<file path="config.mk">
export PLATFORM = sky130hd
export DESIGN_NAME = countdown_timer_top
export DESIGN_NICKNAME = d
export VERILOG_FILES = /design/src/source/timer_pkg.sv /design/src/source/countdown_if.sv /design/src/source/bcd_time_decode.sv /design/src/source/countdown_core.sv /design/src/source/bcd_time_encode.sv /design/src/source/countdown_timer_top.sv
export VERILOG_INCLUDE_DIRS = /design/src /design/src/source
export SDC_FILE = /design/constraint.sdc
export NUM_CORES = 1
export LEC_CHECK = 0
export BUFFER_PORTS_ARGS = -buffer_cell sky130_fd_sc_hd__buf_4
export CELL_PAD_IN_SITES_DETAIL_PLACEMENT = 0
export CELL_PAD_IN_SITES_GLOBAL_PLACEMENT = 1
export CORE_MARGIN = 10
export CORE_UTILIZATION = 40
export CTS_CLUSTER_SIZE = 14
export DETAILED_ROUTE_END_ITERATION = 12
export PLACE_DENSITY = 0.78
export SETUP_SLACK_MARGIN = 0.3
export SLEW_MARGIN = 20
export SYNTH_ARGS = -nofsm -noshare
export SYNTH_HDL_FRONTEND = slang
export SYNTH_HIERARCHICAL = 1
export SYNTH_SLANG_ARGS = --single-unit
</file>
<file path="constraint.sdc">
create_clock -name clk -period 11.9 [get_ports clk]
set_clock_uncertainty 0.05 [all_clocks]
set_input_delay 1.785 -clock clk [delete_from_list [all_inputs] [get_ports clk]]
set_output_delay 1.785 -clock clk [all_outputs]
set_load 0.05 [all_outputs]
</file>
<file path="src/source/timer_defs.svh">
`ifndef TIMER_DEFS_SVH
`define TIMER_DEFS_SVH

////////////////////////////////////////
// time arithmetic constants
////////////////////////////////////////

`define SECS_PER_MIN   60
`define SECS_PER_HOUR  3600
`define SECS_PER_DAY   86400

// one field is two bcd digits
`define BCD_W          8

// enough for 0 .. SECS_PER_DAY-1
`define SECS_W         17

`endif

</file>
<file path="src/source/timer_pkg.sv">
`include "timer_defs.svh"

package timer_pkg;

    // hh:mm:ss as three bcd fields, hour in the top byte
    typedef struct packed {
        logic [`BCD_W-1:0] hour;
        logic [`BCD_W-1:0] min;
        logic [`BCD_W-1:0] sec;
    } bcd_time_t;

    // seconds since midnight
    typedef logic [`SECS_W-1:0] secs_t;

    typedef enum logic [2:0] {
        idle         = 3'd0,
        setting      = 3'd1,
        counting     = 3'd2,
        ringing      = 3'd3,
        wait_release = 3'd4
    } timer_state_e;

endpackage

</file>
<file path="src/source/countdown_if.sv">
`timescale 1ns/1ps

// countdown result, arithmetic stage to encoder
interface countdown_if;
    timer_pkg::secs_t remaining;
    logic             active;
    logic             ring;
    // one cycle pulse when remaining is written
    logic             update;

    modport source
    (
        output remaining,
        output active,
        output ring,
        output update
    );

    modport sink
    (
        input remaining,
        input active,
        input ring,
        input update
    );
endinterface

</file>
<file path="src/source/bcd_time_decode.sv">
`timescale 1ns/1ps
`include "timer_defs.svh"

module bcd_time_decode
(
    input  logic                 clk,
    input  logic                 reset,
    input  timer_pkg::bcd_time_t time_in,
    output timer_pkg::secs_t     secs,
    output logic                 valid
);

    logic [6:0]       hour_bin;
    logic [6:0]       min_bin;
    logic [6:0]       sec_bin;
    logic             fields_ok;
    timer_pkg::secs_t secs_next;

    function automatic logic [6:0] bcd_to_bin(input logic [`BCD_W-1:0] bcd);
        bcd_to_bin = 7'(bcd[7:4]) * 7'd10 + 7'(bcd[3:0]);
    endfunction

    // tens digit limited per field, units always 0..9
    function automatic logic digits_ok(input logic [`BCD_W-1:0] bcd, input logic [3:0] max_tens);
        digits_ok = (bcd[7:4] <= max_tens) && (bcd[3:0] <= 4'd9);
    endfunction

    always_comb
    begin
        hour_bin  = bcd_to_bin(time_in.hour);
        min_bin   = bcd_to_bin(time_in.min);
        sec_bin   = bcd_to_bin(time_in.sec);
        fields_ok = digits_ok(time_in.hour, 4'd2) && (hour_bin <= 7'd23)
                 && digits_ok(time_in.min, 4'd5)
                 && digits_ok(time_in.sec, 4'd5);
        secs_next = `SECS_W'(hour_bin) * `SECS_W'(`SECS_PER_HOUR)
                  + `SECS_W'(min_bin) * `SECS_W'(`SECS_PER_MIN)
                  + `SECS_W'(sec_bin);
    end

    always_ff @(posedge clk or posedge reset)
    begin
        if (reset)
            valid <= 1'b0;
        else
            valid <= fields_ok;
    end

    always_ff @(posedge clk)
    begin
        secs <= secs_next;
    end

    // a valid sample is always a time of day
    assert property (@(posedge clk) disable iff (reset)
        valid |-> (secs < `SECS_W'(`SECS_PER_DAY)));

endmodule

</file>
<file path="src/source/countdown_core.sv">
`timescale 1ns/1ps
`include "timer_defs.svh"

module countdown_core
(
    input  logic             clk,
    input  logic             reset,
    input  logic             sw_timer,
    input  logic             sw_ring,
    input  timer_pkg::secs_t now_secs,
    input  logic             now_valid,
    input  timer_pkg::secs_t set_secs,
    input  logic             set_valid,
    countdown_if.source      result
);

    timer_pkg::timer_state_e state;
    timer_pkg::timer_state_e state_next;

    timer_pkg::secs_t duration;
    timer_pkg::secs_t duration_next;
    timer_pkg::secs_t start;
    timer_pkg::secs_t start_next;
    timer_pkg::secs_t remaining_next;
    logic             update_next;

    timer_pkg::secs_t diff;
    timer_pkg::secs_t elapsed;
    timer_pkg::secs_t left;

    ////////////////////////////////////////
    // remaining time arithmetic
    ////////////////////////////////////////

    // wraps past midnight, result stays below one day
    always_comb
    begin
        diff    = now_secs - start;
        elapsed = (now_secs >= start) ? diff : diff + `SECS_W'(`SECS_PER_DAY);
        left    = (elapsed >= duration) ? '0 : duration - elapsed;
    end

    ////////////////////////////////////////
    // state machine
    ////////////////////////////////////////

    always_comb
    begin
        state_next     = state;
        duration_next  = duration;
        start_next     = start;
        remaining_next = result.remaining;
        update_next    = 1'b0;

        if (sw_timer && state != timer_pkg::ringing)
        begin
            state_next = timer_pkg::setting;
            if (set_valid)
            begin
                duration_next  = set_secs;
                remaining_next = set_secs;
                update_next    = 1'b1;
            end
            else if (state != timer_pkg::setting)
            begin
                // new press starts from zero until a valid set time shows up
                duration_next  = '0;
                remaining_next = '0;
                update_next    = 1'b1;
            end
        end
        else
        begin
            case (state)
                timer_pkg::setting:
                begin
                    // switch released, arm on the current clock time
                    if (duration != '0 && now_valid)
                    begin
                        state_next = timer_pkg::counting;
                        start_next = now_secs;
                    end
                    else
                    begin
                        state_next     = timer_pkg::idle;
                        remaining_next = '0;
                        update_next    = 1'b1;
                    end
                end
                timer_pkg::counting:
                begin
                    if (now_valid)
                    begin
                        remaining_next = left;
                        update_next    = 1'b1;
                        if (left == '0)
                            state_next = timer_pkg::ringing;
                    end
                end
                timer_pkg::ringing:
                begin
                    if (sw_ring)
                        state_next = timer_pkg::wait_release;
                end
                timer_pkg::wait_release:
                begin
                    if (!sw_ring)
                        state_next = timer_pkg::idle;
                end
                timer_pkg::idle:
                begin
                    state_next = timer_pkg::idle;
                end
                default:
                begin
                    state_next = timer_pkg::idle;
                end
            endcase
        end
    end

    always_ff @(posedge clk or posedge reset)
    begin
        if (reset)
        begin
            state            <= timer_pkg::idle;
            result.remaining <= '0;
            result.update    <= 1'b0;
            result.active    <= 1'b0;
            result.ring      <= 1'b0;
        end
        else
        begin
            state            <= state_next;
            result.remaining <= remaining_next;
            result.update    <= update_next;
            result.active    <= (state_next == timer_pkg::counting);
            result.ring      <= (state_next == timer_pkg::ringing);
        end
    end

    always_ff @(posedge clk)
    begin
        duration <= duration_next;
        start    <= start_next;
    end

    // ring only with the timer stopped and the count at zero
    assert property (@(posedge clk) disable iff (reset)
        result.ring |-> (!result.active && result.remaining == '0));

    // countdown never shows more than was set
    assert property (@(posedge clk) disable iff (reset)
        (state == timer_pkg::counting) |-> (result.remaining <= duration));

endmodule

</file>
<file path="src/source/bcd_time_encode.sv">
`timescale 1ns/1ps
`include "timer_defs.svh"

module bcd_time_encode
(
    input  logic                 clk,
    input  logic                 reset,
    countdown_if.sink            result,
    output timer_pkg::bcd_time_t remain,
    output logic                 active,
    output logic                 ring
);

    timer_pkg::secs_t     hour_part;
    timer_pkg::secs_t     below_hour;
    timer_pkg::secs_t     min_part;
    timer_pkg::secs_t     sec_part;
    timer_pkg::bcd_time_t remain_next;

    // 0..99 to two bcd digits
    function automatic logic [`BCD_W-1:0] bin_to_bcd(input logic [6:0] value);
        bin_to_bcd = {4'(value / 7'd10), 4'(value % 7'd10)};
    endfunction

    always_comb
    begin
        hour_part        = result.remaining / `SECS_W'(`SECS_PER_HOUR);
        below_hour       = result.remaining % `SECS_W'(`SECS_PER_HOUR);
        min_part         = below_hour / `SECS_W'(`SECS_PER_MIN);
        sec_part         = below_hour % `SECS_W'(`SECS_PER_MIN);
        remain_next.hour = bin_to_bcd(7'(hour_part));
        remain_next.min  = bin_to_bcd(7'(min_part));
        remain_next.sec  = bin_to_bcd(7'(sec_part));
    end

    always_ff @(posedge clk or posedge reset)
    begin
        if (reset)
        begin
            remain <= '0;
            active <= 1'b0;
            ring   <= 1'b0;
        end
        else
        begin
            // display holds between updates
            if (result.update)
                remain <= remain_next;
            active <= result.active;
            ring   <= result.ring;
        end
    end

endmodule

</file>
<file path="src/source/countdown_timer_top.sv">
`timescale 1ns/1ps
`include "timer_defs.svh"

module countdown_timer_top
(
    input  logic              clk,
    input  logic              reset,
    input  logic              sw_timer,
    input  logic              sw_ring,
    input  logic [`BCD_W-1:0] rtc_hour,
    input  logic [`BCD_W-1:0] rtc_min,
    input  logic [`BCD_W-1:0] rtc_sec,
    input  logic [`BCD_W-1:0] set_hour,
    input  logic [`BCD_W-1:0] set_min,
    input  logic [`BCD_W-1:0] set_sec,
    output logic [`BCD_W-1:0] remain_hour,
    output logic [`BCD_W-1:0] remain_min,
    output logic [`BCD_W-1:0] remain_sec,
    output logic              timer_active,
    output logic              ring
);

    timer_pkg::bcd_time_t rtc_time;
    timer_pkg::bcd_time_t set_time;
    timer_pkg::bcd_time_t remain;
    timer_pkg::secs_t     now_secs;
    logic                 now_valid;
    timer_pkg::secs_t     set_secs;
    logic                 set_valid;

    countdown_if result_if();

    assign rtc_time = '{hour: rtc_hour, min: rtc_min, sec: rtc_sec};
    assign set_time = '{hour: set_hour, min: set_min, sec: set_sec};

    assign remain_hour = remain.hour;
    assign remain_min  = remain.min;
    assign remain_sec  = remain.sec;

    ////////////////////////////////////////
    // decode, countdown, encode
    ////////////////////////////////////////

    bcd_time_decode rtc_decode (.clk(clk), .reset(reset), .time_in(rtc_time),
                                .secs(now_secs), .valid(now_valid));

    bcd_time_decode set_decode (.clk(clk), .reset(reset), .time_in(set_time),
                                .secs(set_secs), .valid(set_valid));

    countdown_core core (.clk(clk), .reset(reset), .sw_timer(sw_timer), .sw_ring(sw_ring),
                         .now_secs(now_secs), .now_valid(now_valid),
                         .set_secs(set_secs), .set_valid(set_valid),
                         .result(result_if.source));

    bcd_time_encode encode (.clk(clk), .reset(reset), .result(result_if.sink),
                            .remain(remain), .active(timer_active), .ring(ring));

endmodule

</file>
==> Yosys cells after proc, flatten, opt, wreduce, memory -nomap -nowiden <==
Cells that the tools add are included.
{ "totals": {"in_bits": 52, "output_inout_bits": 26, "word_cells": 119, "reg_bits": 119} }
{ "classes": {"div_mod_pow": 10, "bitwise_logic": 1, "eq_ne": 11, "n_mul": 10, "muxes": 21, "add_sub_neg": 13, "reduce_logical": 21, "n_lt_le_gt_ge": 16} }
{ "ops": {"columns": ["operator", "count"], "rows": [
  ["17-bit two-way mux", 7],
  ["7-bit by 4-bit adder with 7-bit output", 6],
  ["4-bit by 3-bit multiplier with 6-bit output, second input constant", 6],
  ["17-bit by 13-bit adder with 17-bit output", 2],
  ["17-bit by 7-bit adder with 17-bit output", 2],
  ["17-bit >= comparator", 2],
  ["17-bit case mux with 2 select lines", 1],
  ["17-bit subtractor", 2],
  ["7-bit by 8-bit multiplier with 13-bit output, second input constant", 2],
  ["4-bit less-or-equal comparator, second input constant", 6],
  ["7-bit by 4-bit multiplier with 11-bit output, second input constant", 2],
  ["7-bit by 4-bit divider with 7-bit output, second input constant", 3],
  ["7-bit by 4-bit remainder unit with 7-bit output, second input constant", 3],
  ["17-bit adder, second input constant", 1],
  ["17-bit by 12-bit divider with 17-bit output, second input constant", 1],
  ["17-bit by 6-bit divider with 17-bit output, second input constant", 1],
  ["17-bit logical NOT", 1],
  ["17-bit by 12-bit remainder unit with 17-bit output, second input constant", 1],
  ["17-bit by 6-bit remainder unit with 17-bit output, second input constant", 1],
  ["17-bit nonzero test", 1],
  ["4-bit by 3-bit less-or-equal comparator with 1-bit output, second input constant", 4],
  ["3-bit two-way mux", 5],
  ["7-bit by 5-bit less-or-equal comparator with 1-bit output, second input constant", 2],
  ["1-bit logical AND", 14],
  ["other kinds (17)", 27]
]} }

==> Longest topological paths before layout <==
{ "logic_depth": {"ltp_word": 11, "mapped_depth": 44, "ltp_nobuf": 40} }

==> By module <==
Netlist, hierarchy kept.
{ "modules_own_cells": {"columns": ["module", "cells_per_inst", "area_each_um2", "instances", "seq_area_each_um2"], "rows": [
  ["bcd_time_decode", 304, 2912.8, 2, 365.4],
  ["bcd_time_encode", 682, 5212.5, 1, 625.6],
  ["countdown_core", 500, 4605.7, 1, 1596.5]
]} }

==> Worst setup path before layout <==
OpenSTA, ideal clock, no wires.
{ "synth_timing": {"path_type": "reg2reg", "startpoint": "register core.result.remaining[10]", "endpoint": "register encode/remain[10] (netlist name)", "stages_incl_launch_ff": 39, "required_ns": 11.725, "setup_time_ns": 0.125, "path_slack_ns": 3.113, "t_arrival_ns": 8.612, "n_path_buf": 1, "synth_period_minus_slack_ns": 8.787, "path_cell_list": "dfrtp_1 buf_6 or3_1 or3_4 a21oi_4 nand2_2 xor2_4 nand4_1 o2bb2ai_2 o21ai_4 inv_8 o31a_1 a21oi_2 and4_4 nor3_4 o32a_1 o211ai_2 mux2_2 (+3 left out) nand3_1 o21ai_1 inv_1 and3_1 o21ai_0 inv_1 ha_1 inv_1 a31oi_1 o31a_1 xnor2_1 ha_1 nor2b_1 or3_1 a31oi_1 o2111ai_1 mux2i_1 mux2_2"} }
{ "synth_via": {"elab_chain_len": 3} }
{ "synth_lines": {"columns": ["item", "line", "text"], "rows": [
  ["start, declared", "countdown_if.sv:13", "output remaining,"],
  ["start signal, assigned", "countdown_core.sv:135", "result.remaining <= remaining_next;"],
  ["17-bit by 12-bit remainder unit with 17-bit output", "bcd_time_encode.sv:28", "below_hour = result.remaining % `SECS_W'(`SECS_PER_HOUR);"],
  ["17-bit by 6-bit divider with 17-bit output", "bcd_time_encode.sv:29", "min_part = below_hour / `SECS_W'(`SECS_PER_MIN);"],
  ["7-bit by 4-bit remainder unit with 7-bit output", "bcd_time_encode.sv:22", "bin_to_bcd = {4'(value / 7'd10), 4'(value % 7'd10)};"]
]} }
No other way between the ends.
A chain may end at the register's enable or synchronous reset.

==> Final worst setup path <==
{ "layout_timing": {"startpoint": "register core.result.remaining[10]", "endpoint": "register encode/remain[10] (netlist name)"} }
{ "layout_via": {"elab_chain_len": 3} }
{ "layout_lines": {"columns": ["item", "line"], "rows": [
  ["17-bit by 12-bit remainder unit with 17-bit output", "bcd_time_encode.sv:28"],
  ["17-bit by 6-bit divider with 17-bit output", "bcd_time_encode.sv:29"],
  ["7-bit by 4-bit remainder unit with 7-bit output", "bcd_time_encode.sv:22"]
]} }
No other way between the ends.

==> metrics.txt <==
Core Region 38600 um^2; CP required 12.17 ns; DIE WIDTH roughly 220 um; total setup buffers inserted after CTS 0; vias per std cell ~5.6; antenna violations before repair 0; Clk Latency, worst-skew pair 0.44 ns; CTS Sinks approximately 120; pin count of the biggest net entering global routing 26; dpl hpwl about 32 mm; height of the die approximately 220 um; clock buffer depth 2; Most used DFF post-synth dfrtp_1; DR pass1 iterations 5; Tightest Pin Transition 0.954 ns; top post-synthesis cells by area ha_1, dfrtp_1, edfxtp_1; Crit path max-delay family compound AO/OA/AOI/OAI gates; Slowest Stage Delay on Critical Path about 0.7 ns; Synth Instances between 1500 and 2000; Mapped Nets ~2100; max_cap viols 0; worst path bufs/invs 3; Starting Density 40.5%; Clock Tree Root clkbuf_16; Synth area leader ha_1; Post-synth EDFFs 34; vias in the first global route 12940; worst-path fanout max 15; Fmax 0.0964 GHz; post-synthesis register bit count around 120; final net count 2145; asr flop ratio synth between 40% and 50%; Final ANT Viol Nets 0; num ports about 80; headroom to the max-slew limit approximately 36%; fraction of layout instances using a drive strength above 1 around 16%; RSZ-0062 raised after global routing false; Data arrival, critical path between 10 and 15 ns; Critical Path Start Type flip-flop; Synth Warn # 6; grt ovf 0; DR DRC count 0; Final GP Congestion slightly above 0.9; clock-pin slew on the worst setup and hold paths about 0.07 ns; period utilization between 80% and 90%; top-area cell type share of the netlist area 16.2%; Sum Neg Setup Slack 0 ns; Fillers around 3800; Post-Syn Area roughly 16000 um^2; TritonCTS clock tree done; Min-Delay Path Class reg -> reg; Vias ~13000; CTS buffer count 17; standard-cell row count 72; Slew Limit Fails 0; drt total wl ~40 mm; first-pass GRT wire length ~65 mm; initial DRC count roughly 690; Mapped Avg Cell Area 8.74 um^2; overall global routing resource usage between 15 and 20%; routed length per instance 16.6 um; post-synth cell types roughly 140; area delta synth->final 10.1%; Setup CP Type reg -> reg; Final Util between 40% and 50%; Tmin final about 10 ns; final hold violations 0; sequential fraction of the synthesis area between 10% and 20%; cts hold-fix bufs 0; outcome finished, final reports clean; fin worst setup slack around 1.5 ns; CP endpoint kind flip-flop; Die Footprint about 47000 um^2; cts repair resizes 0; H-tree levels 4; # port buffers 76; CP max-delay cell or4_4; DP Worst Slack between 1.5 and 2 ns; final setup fails 0
==> sequential cells by signal (all words and copies together), names as in the netlist <==
register and flops:
core/result.ring 1, rtc_decode/secs 17, core/state 3, set_decode/secs 17, encode/ring 1, encode/active 1
core/start 17, core/result.update 1, core/result.active 1, core/duration 17, encode/remain 23, rtc_decode/valid 1
core/result.remaining 17, set_decode/valid 1
==> cell usage after synthesis (7+ instances only) <==
library cell,number
ha_1,202
a32oi_1,7
nor2_1,130
nor3_1,38
inv_1,130
dfxtp_1,34
o21bai_1,12
o21a_1,16
or3_1,12
buf_6,8
mux2i_1,9
o21ai_2,9
xor2_1,43
nor4_1,18
a211oi_1,28
and3_1,15
nor2b_1,20
a22oi_1,7
nor2_2,9
fa_1,44
mux2_2,12
buf_2,15
o31ai_1,10
a21oi_1,143
a21o_1,42
and2_1,31
xnor2_1,89
dfrtp_1,50
edfxtp_1,34
nand2b_1,15
o211ai_1,14
o21ai_0,61
nand4_1,20
a31oi_1,19
a21oi_2,14
nand2_1,95
clkbuf_1,12
or2_2,18
nand3_1,43
o21ai_1,26
==> final cells by class <==
type / count / area (um^2) / share of cell area [%]
multi-input cells: 1493 / 11900 / 69.1
flip-flops and latches: 118 / 2950 / 17.1
diodes: 1 / 2.50 / 0.0145
clock inverters: 15 / 169 / 0.981
well taps: 518 / 648 / 3.76
inverters: 137 / 522 / 3.03
clock buffers: 17 / 425 / 2.47
repair buffers: 80 / 601 / 3.49
==> cell usage in the layout (no fill, tap or decap), types with 44 or more instances in the layout <==
cell type and count:
ha_1 202, a21oi_1 143, inv_1 130, nor2_1 130, nand2_1 95, xnor2_1 89
buf_4 80, o21ai_0 61, dfrtp_1 50, fa_1 44
==> path summary, 6_finish.rpt <==
path / from / endpoint / slack [ns] / depth (start not counted)
min: core/result.ring$_DFF_PP0_ / encode/ring$_DFF_PP0_ / 0.35 / 0
min reg2reg: core/result.ring$_DFF_PP0_ / encode/ring$_DFF_PP0_ / 0.35 / 0
min in group asynchronous: reset / rtc_decode/valid$_DFF_PP0_ / 1.18 / 2
max in group asynchronous: reset / core/result.remaining[1]$_DFFE_PP0P_ / 9.72 / 2
max reg2reg: core/result.remaining[10]$_DFFE_PP0P_ / encode/remain[10]$_DFFE_PP0P_ / 1.53 / 36
max: core/result.remaining[10]$_DFFE_PP0P_ / encode/remain[10]$_DFFE_PP0P_ / 1.53 / 36
==> metal layers <==
metal / up-vias / track usage [%] / wire length, um
met2: 231 / 27.6 / 19000
met1: 6323 / 22.0 / 18700
met5: - / 0 / 0
met4: 0 / 3.96 / 564
li1: 6756 / - / -
met3: 38 / 2.34 / 1260
==> cells by family after synthesis <==
group | after synthesis | share of synthesized area, %
AOI/OAI and AO/OA | 554 | 25.9
and+or+nand+nor | 530 | 18.7
adders and majority gates | 250 | 22.0
buffers and inverters | 179 | 5.09
xor gates and xnor gates | 135 | 7.77
DFF | 118 | 18.9
muxes | 23 | 1.62
other | 1 | 0.0240
==> stage by stage <==
stage	cells	area, um^2	hold WS (ns)
2_1_floorplan	1790	15600	0.281
3_3_place_gp	2346	16600	0.361
3_5_place_dp	2346	16600	0.346
4_1_cts	2378	17200	0.360
5_1_grt	2378	17200	0.377
6_report	2379	17200	0.351
Power is not shown: default switching activity piles up to over one toggle a cycle in this logic, so the estimate is an artifact.
